--- src/logic/spi_pkg.sv ---
`default_nettype none

package spi_pkg;

	//////////////////////////////////////////////////
	// Frame and result widths
	localparam int FRAME_W = 32;
	localparam int ADC_RES_W = 12;

	// Device select, picks the chip select
	localparam logic DEV_DAC = 1'b0;
	localparam logic DEV_ADC = 1'b1;

	// Command nibbles, top of frame
	localparam logic [3:0] DAC_CMD_WRITE_UPDATE = 4'h3;
	localparam logic [3:0] ADC_CMD_CONVERT = 4'h1;

	//////////////////////////////////////////////////
	// Register map, byte addresses
	localparam logic [3:0] REG_CTRL = 4'h0;
	localparam logic [3:0] REG_DAC_CMD = 4'h4;
	localparam logic [3:0] REG_STATUS = 4'h8;
	localparam logic [3:0] REG_ADC_DATA = 4'hC;

	// AXI response codes
	localparam logic [1:0] AXI_RESP_OKAY = 2'b00;
	localparam logic [1:0] AXI_RESP_SLVERR = 2'b10;

	//////////////////////////////////////////////////
	// DAC frame layout, MSB first on the wire
	typedef struct packed {
		logic [3:0] cmd;
		logic [3:0] channel;
		logic [15:0] value;
		logic [7:0] pad;
	} dac_fields_t;

	// Raw view for the shifter, field view for the DAC writer
	typedef union packed {
		logic [FRAME_W-1:0] raw;
		dac_fields_t dac;
	} spi_frame_u;

	typedef struct packed {
		spi_frame_u frame;
		logic dev;
	} spi_req_t;

	typedef struct packed {
		logic [FRAME_W-1:0] data;
	} spi_rsp_t;

	// Host command towards the DAC writer
	typedef struct packed {
		logic [3:0] channel;
		logic [15:0] value;
	} dac_cmd_t;

	//////////////////////////////////////////////////
	// AXI4-Lite channel payloads
	typedef struct packed {
		logic [3:0] addr;
	} axi_aw_t;

	typedef struct packed {
		logic [31:0] data;
	} axi_w_t;

	typedef struct packed {
		logic [1:0] resp;
	} axi_b_t;

	typedef struct packed {
		logic [3:0] addr;
	} axi_ar_t;

	typedef struct packed {
		logic [31:0] data;
		logic [1:0] resp;
	} axi_r_t;

endpackage

`default_nettype wire

--- src/logic/adc_poller.sv ---
`timescale 1ns/1ps
`default_nettype none

module adc_poller #(
	parameter int POLL_CYCLES = 400
) (
	input wire CLK50MHZ,
	input wire RST,
	input wire poll_enable,
	input wire done,
	input wire spi_pkg::spi_rsp_t rsp,
	output spi_pkg::spi_req_t req,
	output logic req_valid,
	output logic [spi_pkg::ADC_RES_W-1:0] adc_result,
	output logic [15:0] adc_count
);
	import spi_pkg::*;

	localparam int POLL_W = (POLL_CYCLES > 1) ? $clog2(POLL_CYCLES) : 1;

	logic [POLL_W-1:0] poll_cnt;
	logic poll_due;

	assign poll_due = poll_enable && poll_cnt == POLL_W'(POLL_CYCLES - 1);

	// Fixed conversion frame, command in the top nibble
	always_comb begin
		req.frame.raw = '0;
		req.frame.raw[FRAME_W-1 -: 4] = ADC_CMD_CONVERT;
		req.dev = DEV_ADC;
	end

	//////////////////////////////////////////////////
	// Interval timer and request
	always_ff @(posedge CLK50MHZ) begin
		if (RST || !poll_enable)
			poll_cnt <= '0;
		else if (poll_due)
			poll_cnt <= '0;
		else
			poll_cnt <= poll_cnt + 1'b1;
	end

	// Skip the tick while a frame is outstanding
	always_ff @(posedge CLK50MHZ) begin
		if (RST)
			req_valid <= 1'b0;
		else if (done)
			req_valid <= 1'b0;
		else if (poll_due)
			req_valid <= 1'b1;
	end

	// Result from the low bits of the reply
	always_ff @(posedge CLK50MHZ) begin
		if (RST) begin
			adc_result <= '0;
			adc_count <= '0;
		end else if (done) begin
			adc_result <= rsp.data[ADC_RES_W-1:0];
			adc_count <= adc_count + 1'b1;
		end
	end

endmodule

`default_nettype wire

--- src/logic/axi_lite_regs.sv ---
`timescale 1ns/1ps
`default_nettype none

module axi_lite_regs (
	input wire CLK50MHZ,
	input wire RST,
	input wire spi_pkg::axi_aw_t aw,
	input wire aw_valid,
	output logic aw_ready,
	input wire spi_pkg::axi_w_t w,
	input wire w_valid,
	output logic w_ready,
	output spi_pkg::axi_b_t b,
	output logic b_valid,
	input wire b_ready,
	input wire spi_pkg::axi_ar_t ar,
	input wire ar_valid,
	output logic ar_ready,
	output spi_pkg::axi_r_t r,
	output logic r_valid,
	input wire r_ready,
	output spi_pkg::dac_cmd_t dac_cmd,
	output logic dac_cmd_valid,
	output logic poll_enable,
	input wire dac_busy,
	input wire [spi_pkg::ADC_RES_W-1:0] adc_result,
	input wire [15:0] adc_count
);
	import spi_pkg::*;

	logic dac_pending;
	logic wr_fire;
	logic rd_fire;
	logic dac_stall;

	// Busy flag lags the command pulse by one cycle
	assign dac_pending = dac_busy || dac_cmd_valid;
	assign dac_stall = (aw.addr == REG_DAC_CMD) && dac_pending;

	assign wr_fire = aw_valid && aw_ready && w_valid && w_ready;
	assign rd_fire = ar_valid && ar_ready;

	//////////////////////////////////////////////////
	// Write channels
	// AW and W accepted together, one-cycle ready
	always_ff @(posedge CLK50MHZ) begin
		if (RST) begin
			aw_ready <= 1'b0;
			w_ready <= 1'b0;
		end else if (!aw_ready && aw_valid && w_valid && !b_valid && !dac_stall) begin
			aw_ready <= 1'b1;
			w_ready <= 1'b1;
		end else begin
			aw_ready <= 1'b0;
			w_ready <= 1'b0;
		end
	end

	// Register updates and B response
	always_ff @(posedge CLK50MHZ) begin
		if (RST) begin
			b_valid <= 1'b0;
			poll_enable <= 1'b0;
			dac_cmd_valid <= 1'b0;
		end else begin
			dac_cmd_valid <= 1'b0;
			if (b_valid && b_ready)
				b_valid <= 1'b0;
			if (wr_fire) begin
				b_valid <= 1'b1;
				b.resp <= AXI_RESP_OKAY;
				case (aw.addr)
					REG_CTRL:
						poll_enable <= w.data[0];
					REG_DAC_CMD:
						dac_cmd_valid <= 1'b1;
					// Read-only, write ignored
					REG_STATUS, REG_ADC_DATA: ;
					default:
						b.resp <= AXI_RESP_SLVERR;
				endcase
			end
		end
	end

	// DAC command payload
	always_ff @(posedge CLK50MHZ) begin
		if (wr_fire && aw.addr == REG_DAC_CMD) begin
			dac_cmd.channel <= w.data[19:16];
			dac_cmd.value <= w.data[15:0];
		end
	end

	//////////////////////////////////////////////////
	// Read channels
	always_ff @(posedge CLK50MHZ) begin
		if (RST)
			ar_ready <= 1'b0;
		else
			ar_ready <= !ar_ready && ar_valid && !r_valid;
	end

	always_ff @(posedge CLK50MHZ) begin
		if (RST) begin
			r_valid <= 1'b0;
		end else begin
			if (r_valid && r_ready)
				r_valid <= 1'b0;
			if (rd_fire) begin
				r_valid <= 1'b1;
				r.resp <= AXI_RESP_OKAY;
				case (ar.addr)
					REG_CTRL:
						r.data <= {31'd0, poll_enable};
					// Write-only, reads as zero
					REG_DAC_CMD:
						r.data <= '0;
					REG_STATUS:
						r.data <= {adc_count, 15'd0, dac_busy};
					REG_ADC_DATA:
						r.data <= {{(32 - ADC_RES_W){1'b0}}, adc_result};
					default: begin
						r.data <= '0;
						r.resp <= AXI_RESP_SLVERR;
					end
				endcase
			end
		end
	end

endmodule

`default_nettype wire

--- src/logic/dac_writer.sv ---
`timescale 1ns/1ps
`default_nettype none

module dac_writer (
	input wire CLK50MHZ,
	input wire RST,
	input wire spi_pkg::dac_cmd_t dac_cmd,
	input wire dac_cmd_valid,
	input wire done,
	output spi_pkg::spi_req_t req,
	output logic req_valid,
	output logic dac_busy
);
	import spi_pkg::*;

	logic take_cmd;

	assign take_cmd = dac_cmd_valid && !req_valid;

	// Request stays up until the frame ends
	always_ff @(posedge CLK50MHZ) begin
		if (RST)
			req_valid <= 1'b0;
		else if (done)
			req_valid <= 1'b0;
		else if (take_cmd)
			req_valid <= 1'b1;
	end

	// Frame built through the field view
	always_ff @(posedge CLK50MHZ) begin
		if (take_cmd) begin
			req.frame.dac.cmd <= DAC_CMD_WRITE_UPDATE;
			req.frame.dac.channel <= dac_cmd.channel;
			req.frame.dac.value <= dac_cmd.value;
			req.frame.dac.pad <= '0;
			req.dev <= DEV_DAC;
		end
	end

	assign dac_busy = req_valid;

endmodule

`default_nettype wire

--- src/logic/spi_arbiter.sv ---
`timescale 1ns/1ps
`default_nettype none

module spi_arbiter (
	input wire CLK50MHZ,
	input wire RST,
	input wire spi_pkg::spi_req_t dac_req,
	input wire dac_req_valid,
	input wire spi_pkg::spi_req_t adc_req,
	input wire adc_req_valid,
	input wire shifter_done,
	input wire spi_pkg::spi_rsp_t shifter_rsp,
	output logic dac_done,
	output logic adc_done,
	output spi_pkg::spi_rsp_t client_rsp,
	output logic shifter_start,
	output spi_pkg::spi_req_t shifter_req
);
	import spi_pkg::*;

	logic busy;
	logic last_gnt;
	logic pick;
	logic sel;

	// Round robin, skip the last winner on a tie
	always_comb begin
		if (dac_req_valid && adc_req_valid)
			pick = ~last_gnt;
		else if (adc_req_valid)
			pick = DEV_ADC;
		else
			pick = DEV_DAC;
	end

	// Grant held for the whole frame
	always_ff @(posedge CLK50MHZ) begin
		if (RST) begin
			busy <= 1'b0;
			// DAC wins the first tie
			last_gnt <= DEV_ADC;
		end else if (shifter_start) begin
			busy <= 1'b1;
			last_gnt <= pick;
		end else if (shifter_done) begin
			busy <= 1'b0;
		end
	end

	// Start only while the shifter sits idle
	assign shifter_start = !busy && (dac_req_valid || adc_req_valid);

	assign sel = busy ? last_gnt : pick;
	assign shifter_req = (sel == DEV_ADC) ? adc_req : dac_req;

	// Done goes back to the owner only
	assign dac_done = busy && shifter_done && last_gnt == DEV_DAC;
	assign adc_done = busy && shifter_done && last_gnt == DEV_ADC;
	assign client_rsp = shifter_rsp;

endmodule

`default_nettype wire

--- src/logic/spi_sck_gen.sv ---
`timescale 1ns/1ps
`default_nettype none

module spi_sck_gen #(
	parameter int SCK_DIV = 2
) (
	input wire CLK50MHZ,
	input wire RST,
	input wire enable,
	output logic spi_sck,
	output logic shift_tick,
	output logic sample_tick
);
	// At least one counter bit for SCK_DIV of 1
	localparam int CNT_W = (SCK_DIV > 1) ? $clog2(SCK_DIV) : 1;

	logic [CNT_W-1:0] half_cnt;
	logic sck_q;

	always_ff @(posedge CLK50MHZ) begin
		if (RST || !enable) begin
			half_cnt <= '0;
			sck_q <= 1'b0;
			shift_tick <= 1'b0;
			sample_tick <= 1'b0;
		end else begin
			shift_tick <= 1'b0;
			sample_tick <= 1'b0;
			if (half_cnt == CNT_W'(SCK_DIV - 1)) begin
				half_cnt <= '0;
				sck_q <= ~sck_q;
				// Ticks line up with the new SCK level
				sample_tick <= ~sck_q;
				shift_tick <= sck_q;
			end else begin
				half_cnt <= half_cnt + 1'b1;
			end
		end
	end

	// Idle low as soon as enable drops
	assign spi_sck = sck_q & enable;

endmodule

`default_nettype wire

--- src/logic/spi_shifter.sv ---
`timescale 1ns/1ps
`default_nettype none

module spi_shifter (
	input wire CLK50MHZ,
	input wire RST,
	input wire start,
	input wire spi_pkg::spi_req_t req,
	input wire shift_tick,
	input wire sample_tick,
	input wire spi_miso,
	output logic sck_enable,
	output logic spi_mosi,
	output logic spi_cs_dac_n,
	output logic spi_cs_adc_n,
	output logic done,
	output spi_pkg::spi_rsp_t rsp
);
	import spi_pkg::*;

	localparam int CNT_W = $clog2(FRAME_W);

	typedef enum logic [1:0] {
		ST_IDLE,
		ST_SENDING,
		ST_DONE
	} state_t;

	state_t state;
	logic [FRAME_W-1:0] tx_shreg;
	logic [FRAME_W-1:0] rx_shreg;
	logic [CNT_W-1:0] bit_cnt;
	logic dev_q;
	logic sending;

	//////////////////////////////////////////////////
	// Frame FSM
	always_ff @(posedge CLK50MHZ) begin
		if (RST) begin
			state <= ST_IDLE;
		end else begin
			case (state)
				ST_IDLE:
					if (start)
						state <= ST_SENDING;
				// Leave on the last sample
				ST_SENDING:
					if (sample_tick && bit_cnt == CNT_W'(FRAME_W - 1))
						state <= ST_DONE;
				ST_DONE:
					state <= ST_IDLE;
				default:
					state <= ST_IDLE;
			endcase
		end
	end

	// Sample counter, wraps back to zero at frame end
	always_ff @(posedge CLK50MHZ) begin
		if (RST || state == ST_IDLE)
			bit_cnt <= '0;
		else if (sending && sample_tick)
			bit_cnt <= bit_cnt + 1'b1;
	end

	//////////////////////////////////////////////////
	// Shift registers
	always_ff @(posedge CLK50MHZ) begin
		if (state == ST_IDLE && start) begin
			tx_shreg <= req.frame.raw;
			dev_q <= req.dev;
		end else if (sending) begin
			// MOSI moves on falling SCK
			if (shift_tick)
				tx_shreg <= {tx_shreg[FRAME_W-2:0], 1'b0};
			// MISO taken on rising SCK
			if (sample_tick)
				rx_shreg <= {rx_shreg[FRAME_W-2:0], spi_miso};
		end
	end

	assign sending = (state == ST_SENDING);
	assign sck_enable = sending;
	// MSB valid before the first rising edge
	assign spi_mosi = sending & tx_shreg[FRAME_W-1];

	// Chip selects low only for the frame body
	assign spi_cs_dac_n = !(sending && dev_q == DEV_DAC);
	assign spi_cs_adc_n = !(sending && dev_q == DEV_ADC);

	assign done = (state == ST_DONE);
	assign rsp.data = rx_shreg;

endmodule

`default_nettype wire

--- src/logic/spi_subsys_top.sv ---
`timescale 1ns/1ps
`default_nettype none

module spi_subsys_top #(
	parameter int SCK_DIV = 2,
	parameter int POLL_CYCLES = 400
) (
	input wire CLK50MHZ,
	input wire RST,
	input wire spi_pkg::axi_aw_t aw,
	input wire aw_valid,
	output logic aw_ready,
	input wire spi_pkg::axi_w_t w,
	input wire w_valid,
	output logic w_ready,
	output spi_pkg::axi_b_t b,
	output logic b_valid,
	input wire b_ready,
	input wire spi_pkg::axi_ar_t ar,
	input wire ar_valid,
	output logic ar_ready,
	output spi_pkg::axi_r_t r,
	output logic r_valid,
	input wire r_ready,
	output logic spi_sck,
	output logic spi_mosi,
	input wire spi_miso,
	output logic spi_cs_dac_n,
	output logic spi_cs_adc_n
);
	import spi_pkg::*;

	// Host side
	dac_cmd_t dac_cmd;
	logic dac_cmd_valid;
	logic dac_busy;
	logic poll_enable;
	logic [ADC_RES_W-1:0] adc_result;
	logic [15:0] adc_count;

	// Client side
	spi_req_t dac_req, adc_req, shifter_req;
	logic dac_req_valid, adc_req_valid;
	logic dac_done, adc_done;
	spi_rsp_t client_rsp, shifter_rsp;

	// Shifter side
	logic shifter_start, shifter_done;
	logic sck_enable, shift_tick, sample_tick;

	//////////////////////////////////////////////////
	axi_lite_regs regs_i (
		.CLK50MHZ(CLK50MHZ), .RST(RST),
		.aw(aw), .aw_valid(aw_valid), .aw_ready(aw_ready),
		.w(w), .w_valid(w_valid), .w_ready(w_ready),
		.b(b), .b_valid(b_valid), .b_ready(b_ready),
		.ar(ar), .ar_valid(ar_valid), .ar_ready(ar_ready),
		.r(r), .r_valid(r_valid), .r_ready(r_ready),
		.dac_cmd(dac_cmd), .dac_cmd_valid(dac_cmd_valid),
		.poll_enable(poll_enable), .dac_busy(dac_busy),
		.adc_result(adc_result), .adc_count(adc_count)
	);

	dac_writer dac_i (
		.CLK50MHZ(CLK50MHZ), .RST(RST),
		.dac_cmd(dac_cmd), .dac_cmd_valid(dac_cmd_valid), .done(dac_done),
		.req(dac_req), .req_valid(dac_req_valid), .dac_busy(dac_busy)
	);

	adc_poller #(.POLL_CYCLES(POLL_CYCLES)) adc_i (
		.CLK50MHZ(CLK50MHZ), .RST(RST),
		.poll_enable(poll_enable), .done(adc_done), .rsp(client_rsp),
		.req(adc_req), .req_valid(adc_req_valid),
		.adc_result(adc_result), .adc_count(adc_count)
	);

	// Both clients share one frame engine
	spi_arbiter arb_i (
		.CLK50MHZ(CLK50MHZ), .RST(RST),
		.dac_req(dac_req), .dac_req_valid(dac_req_valid),
		.adc_req(adc_req), .adc_req_valid(adc_req_valid),
		.shifter_done(shifter_done), .shifter_rsp(shifter_rsp),
		.dac_done(dac_done), .adc_done(adc_done), .client_rsp(client_rsp),
		.shifter_start(shifter_start), .shifter_req(shifter_req)
	);

	spi_shifter shifter_i (
		.CLK50MHZ(CLK50MHZ), .RST(RST),
		.start(shifter_start), .req(shifter_req),
		.shift_tick(shift_tick), .sample_tick(sample_tick), .spi_miso(spi_miso),
		.sck_enable(sck_enable), .spi_mosi(spi_mosi),
		.spi_cs_dac_n(spi_cs_dac_n), .spi_cs_adc_n(spi_cs_adc_n),
		.done(shifter_done), .rsp(shifter_rsp)
	);

	spi_sck_gen #(.SCK_DIV(SCK_DIV)) sck_i (
		.CLK50MHZ(CLK50MHZ), .RST(RST), .enable(sck_enable),
		.spi_sck(spi_sck), .shift_tick(shift_tick), .sample_tick(sample_tick)
	);

endmodule

`default_nettype wire

--- config.mk ---
export PLATFORM = sky130hd
export DESIGN_NAME = spi_subsys_top
export DESIGN_NICKNAME = d
export VERILOG_FILES = /design/src/logic/spi_pkg.sv /design/src/logic/adc_poller.sv /design/src/logic/axi_lite_regs.sv /design/src/logic/dac_writer.sv /design/src/logic/spi_arbiter.sv /design/src/logic/spi_sck_gen.sv /design/src/logic/spi_shifter.sv /design/src/logic/spi_subsys_top.sv
export SDC_FILE = /design/constraint.sdc
export NUM_CORES = 1
export LEC_CHECK = 0
export ABC_AREA = 1
export BUFFER_PORTS_ARGS = -buffer_cell sky130_fd_sc_hd__buf_2
export CORE_UTILIZATION = 45
export CTS_BUF_LIST = sky130_fd_sc_hd__clkbuf_8
export DETAILED_ROUTE_END_ITERATION = 16
export PLACE_DENSITY = 0.68
export SETUP_SLACK_MARGIN = 0.2
export SKIP_CTS_REPAIR_TIMING = 1
export SLEW_MARGIN = 20
export SYNTH_ARGS = -nofsm -noshare
export SYNTH_HDL_FRONTEND = slang
export SYNTH_SLANG_ARGS = --single-unit
--- constraint.sdc ---
create_clock -name CLK50MHZ -period 6.6 [get_ports CLK50MHZ]
set_input_delay 1.65 -clock CLK50MHZ [delete_from_list [all_inputs] [get_ports CLK50MHZ]]
set_output_delay 1.65 -clock CLK50MHZ [all_outputs]
set_load 0.02 [all_outputs]
* After elaboration in Yosys (flattened, before gate mapping) *
Cells that the tools add are included.

operators by class
  add/sub/neg operators = 4
  equal/unequal tests = 12
  multiplexer cells = 21
  bitwise gates (word level) = 9
  reduce and logical (&&, ||, !) cells = 64

operators with widths
  kind                     number
  $mux W32                 3
  $pmux W32 S3             1
  $mux W31                 1
  $logic_and A1 B1 Y1      26
  $add A16 B1 Y16 const B  1
  $eq A4 B4 Y1 const B     4
  $reduce_or A2 Y1         6
  $logic_not A1 Y1         11
  $mux W1                  11
  $reduce_and A2 Y1        5
  $reduce_bool A2 Y1       5
  $add A9 B1 Y9 const B    1
  $eq A9 B9 Y1 const B     1
  $eq A4 B3 Y1 const B     2
  $logic_not A4 Y1         2
  $mux W2                  4
  $reduce_or A4 Y1         2
  $not A1 Y1               7
  $add A5 B1 Y5 const B    1
  $eq A5 B5 Y1 const B     1
  $logic_or A1 B1 Y1       5
  $pmux W2 S2              1
  $reduce_and A3 Y1        1
  $and A1 B1 Y1            2
  6 further kinds          6

word-level totals
  register bits after elaboration = 179
  input bits = 48
  output and inout bits = 45
  logic and storage cells = 138

* Longest topological paths before layout *
  word-level depth = 6
  gate-level depth with buffers = 8

* Hierarchy *
Synthesis repeated with hierarchy kept, for this count alone.

second synthesis, totals
  cells, all modules = 859
  area, all modules = 8519.4 µm²

modules (own cells, without submodules)
  module         instances  cells an instance  area an instance (µm²)  seq. area each (µm²)
  spi_shifter    1          219                2756.4                  2092.0
  axi_lite_regs  1          166                2158.3                  1621.6
  adc_poller     1          253                1851.8                  760.7
  spi_arbiter    1          159                858.3                   40.0
  dac_writer     1          44                 759.5                   620.6
  spi_sck_gen    1          18                 135.1                   80.1

* Worst setup path after synthesis *
No wires, ideal clock.

  kind = input to register
  from = input RST
  to = register, netlist name regs_i.r[10]
  arrival = 3.041 ns
  data required time = 6.183 ns
  setup slack = 3.142 ns
  stages on the path = 3
  buffers on the path = 0
  path through = inv_1 nand2_1 nor2_1

on the way
  longest elaborated chain between the ends = 2

ends and longest elaborated chain
  what                         line                 source
  start: declaration           spi_subsys_top.sv:9  input wire RST,
  $not A1 Y1 (no line)         n/a
  $reduce_and A2 Y1 (no line)  n/a

No other way between the ends.
A chain may end at the register's enable or synchronous reset.

* Worst setup path in the final report *
  from = input RST
  to = register, netlist name regs_i.r[31]

on the way
  longest elaborated chain between the ends = 2

ends and longest elaborated chain
  what
  $not A1 Y1 (no line)
  $reduce_and A2 Y1 (no line)

No other way between the ends.

==> run summary <==
The run finished with clean final reports. During placement, the flow inserted port buffers numbering 74. Setup repair after global routing left no endpoint under its margin.

TritonCTS built the clock tree. In this run the core area contains 42 standard-cell rows. The synthesized design contains 107 enable-type register cells.

For this run, the leading register cell type out of synthesis is sky130_fd_sc_hd__edfxtp_1. The cell count after synthesis came out at 595. The total power density per cell area is 254 nW/um^2. The origin of the worst min-delay path is regs_i.dac_cmd[13]$_DFFE_PP_.

The global-route wire length before repair is 17,500 microns. After layout, the worst setup slack is 3470 ps. By count the netlist is led by sky130_fd_sc_hd__nand2_1, sky130_fd_sc_hd__edfxtp_1, sky130_fd_sc_hd__nor2_1.

In the final timing run, aggregate negative setup slack is 0 ps. In the routed design, unresolved DRC markers number 0. The worst register-to-register path ends at shifter_i.tx_shreg[28]$_SDFFCE_PP1P_. The net load switching power came out at 0.394 mW. The detailed router's first-iteration violation count came out at 194. The sequential share of the synthesized area is 69.6%. The setup slack of the worst register-to-register path is 4410 ps. The kind of cell with the highest combined delay along the critical path is buffers and inverters. The final setup violation count is 0. The part of the power in combinational logic is 2.0%. The worst-case clock skew came out at 9.06 ps. The area of the die is 14,400 sq um. The repair_antennas step left the layout with diodes totalling 0. The critical path crosses 5 cells after its start point.

The pin count of the biggest net entering global routing came out at 32. The worst pin sits at a relative slew slack of 31.7%. The Yosys step of the flow raised 0 warnings. The largest individual stage delay along the critical path comes from the cell sky130_fd_sc_hd__inv_1.

The worst stage delay on the critical path came out at 690 ps. The number of max-slew violations in the final report came out at 0. After synthesis the cells add up to 6280 sq um. The capturing element type of the critical path is a flip-flop.

Counting every sink on the clock net gives 165. A synthesized cell averages 10.6 sq um. The clock network accounts for 38.0% of the total power. The clock network latency to the later pin of the worst-skew pair is 460 ps. The combined global-route utilization of all metal layers is 15.9%.

The floorplan core area is 13,500 sq um. The count of vias placed by the detailed router is 4,042. The remaining global-route overflow came out at 0. Once detail routing completed, the nets flagged for antenna violations numbered 0. The number of nets in the layout came out at 728. The clock passes through at most 2 buffers. The leakage power figure came out at 2.70 nW. The worst setup path is launched from a primary input.

The worst register-to-register path begins at dac_i.dac_busy$_SDFFE_PP0P_. The cell sitting at the root of the clock tree is a sky130_fd_sc_hd__clkbuf_8. The kind of critical path is primary input to flip-flop. The number of global-route vias before repair came to 3,919. The die width came out at 120 microns. In this run the biggest area consumer among cell types represents 51.1% of the synthesized area.

The proportion of synthesized flip-flops having asynchronous set or reset came out at 0%. The maximum clock frequency came out at 319 MHz. Counting distinct cell types in the post-synthesis netlist gives 32. For the worst setup path, the data arrival time is 3250 ps.

The initial standard-cell utilization of the core came out at 46.7%. The fraction of power consumed by sequential logic came out at 60.0%. After detailed routing, the total wire length is 10,400 microns. The estimated wirelength of the detail-placed design came out at 7000 microns.

The switching fraction of total power is 21.7%. In this run the count of I/O pins placed on the die edge is 93. The initial antenna violation count came to 0. The worst hold path cell count came out at 0. The destination of the worst hold path is dac_i.req[22]$_DFFE_PP_. The placer's final routability congestion estimate is 0.806. The pin slew with the least headroom to its limit came out at 1020 ps. Traced cell by cell, the critical path runs through buf_2 -> inv_1 -> nand2_1 -> nor2_2 -> buf_4.

The critical path buffer and inverter count is 3. The via-per-instance ratio came out at 4.67. The number of buffers inserted during clock tree synthesis came out at 17.

The maximum level of the CTS H-tree is 4. The number of fill cells came out at 1,198. The post-route total power is 1.82 mW.

The internal power of the cells totals 1.43 mW. The path class of the tightest hold or removal check is flip-flop to flip-flop. After detailed routing, the average wire length per cell comes to 12.0 microns. Clock-pin slew was measured on the worst setup and hold paths at 80 ps. sky130_fd_sc_hd__nand2_1 is the most common cell in the netlist. The die outline height is 120 microns. The area of all placed cells without fillers is 7170 sq um. The final hold violation count came out at 0. After detailed placement, the total cell area comes to 6790 sq um. Before antenna repair, the detailed router went through 4 iterations.

STA puts the critical path data required time at 6720 ps. The largest fanout of any net on the critical path is 30. Ranked by total cell area, the synthesized netlist is headed by sky130_fd_sc_hd__edfxtp_1, sky130_fd_sc_hd__dfxtp_1, sky130_fd_sc_hd__nand2_1.

The number of cells on the worst reg-to-reg path came out at 4. The post-placement worst setup slack is 3010 ps. The area added between synthesis and finish is 14.2%. The layout cell share with drive strength beyond 1 is 18.3%. The clock period minus final worst setup slack is 3130 ps. The synthesized design contains 165 register bits. The max-capacitance violation count came out at 0. Dividing the final minimum period by the clock period gives 47.4%.

Of all cell types, the one taking the most synthesized area is sky130_fd_sc_hd__edfxtp_1. The largest vdd supply drop came out at 0.000158 V.
-- flip-flops by register name, summed over array words and instances (netlist names), 2 cells and up --
signal / flops
shifter_i.state: 2
shifter_i.tx_shreg: 24
dac_i.req: 20
regs_i.r: 29
adc_i.adc_count: 16
regs_i.dac_cmd: 20
adc_i.adc_result: 12
shifter_i.bit_cnt: 5
shifter_i.rsp: 12
adc_i.poll_cnt: 9
-- layer usage --
metal | up-vias | routed length [microns] | track usage (%)
met5 | - | 0 | 0
met2 | 86 | 5060 | 25.9
met3 | 16 | 439 | 4.99
met1 | 1864 | 4690 | 19.0
met4 | 0 | 194 | 7.42
li1 | 2076 | - | -
-- worst max-delay path by stage --
stage	startpoint	end	slack (ps)
6_report	RST	regs_i.r[31]$_DFFE_PP_	3470
5_1_grt	RST	regs_i.r[31]$_DFFE_PP_	3290
4_1_cts	shifter_i.state[1]$_SDFFE_PP0P_	spi_cs_dac_n	3430
3_5_place_dp	RST	regs_i.r[33]$_DFFE_PP_	3010
3_3_place_gp	RST	regs_i.r[31]$_DFFE_PP_	3080
2_1_floorplan	RST	regs_i.r[10]$_DFFE_PP_	3140
-- power by group through the flow --
stage          Sequential [mW]  Combinational [mW]  Clock (mW)
2_1_floorplan             1.12              0.0193           0
3_3_place_gp              1.12              0.0359           0
3_5_place_dp              1.12              0.0370           0
4_1_cts                   1.09              0.0373       0.708
5_1_grt                   1.09              0.0413       0.748
6_report                  1.09              0.0371       0.691
-- cells by family after synthesis --
| kind of cell | synth area share, % |
|---|---|
| other cells | 0.0597 |
| flops | 69.6 |
| xor+xnor | 0.697 |
| fa+ha+maj | 0.797 |
| compound gates | 4.74 |
| buf+inv | 6.91 |
| simple gates | 17.2 |
-- final cells by class --
cell class              count  area, sq um  area share (%)
flip-flops and latches    165         4370            61.0
multi-input cells         333         1500            20.9
repair buffers             77          393            5.48
inverters                  82          308            4.29
clock buffers              19          262            3.65
well taps                 176          220            3.07
clock inverters            13          120            1.67
-- placed cells by master (no fill, tap or decap), types with 2 or more instances in the layout --
master / count
sky130_fd_sc_hd__clkinv_2: 2
sky130_fd_sc_hd__nand2_2: 2
sky130_fd_sc_hd__inv_2: 5
sky130_fd_sc_hd__edfxtp_1: 107
sky130_fd_sc_hd__nor2_2: 3
sky130_fd_sc_hd__inv_6: 3
sky130_fd_sc_hd__xor2_1: 3
sky130_fd_sc_hd__inv_4: 2
sky130_fd_sc_hd__o21ai_0: 12
sky130_fd_sc_hd__o31ai_1: 2
sky130_fd_sc_hd__clkinvlp_4: 2
sky130_fd_sc_hd__nand3_1: 17
sky130_fd_sc_hd__xnor2_1: 2
sky130_fd_sc_hd__ha_1: 4
sky130_fd_sc_hd__nand2_1: 121
sky130_fd_sc_hd__nand4_1: 6
sky130_fd_sc_hd__nor3_1: 11
sky130_fd_sc_hd__o21ai_1: 15
sky130_fd_sc_hd__conb_1: 6
sky130_fd_sc_hd__inv_1: 77
sky130_fd_sc_hd__or2_2: 2
sky130_fd_sc_hd__dfxtp_1: 58
sky130_fd_sc_hd__clkinv_4: 3
sky130_fd_sc_hd__nor2_1: 94
sky130_fd_sc_hd__buf_2: 74
sky130_fd_sc_hd__clkbuf_8: 19
sky130_fd_sc_hd__buf_4: 3
sky130_fd_sc_hd__a21oi_1: 26
-- per-stage QoR --
step	std cells	util, %	hold slack, ps
after floorplan	600	-	400
after global placement	833	50.5	402
after detailed placement	833	50.5	405
after CTS	865	53.3	420
after global routing	865	53.3	428
final	865	53.3	423
Power figures use the tool's default switching activity.
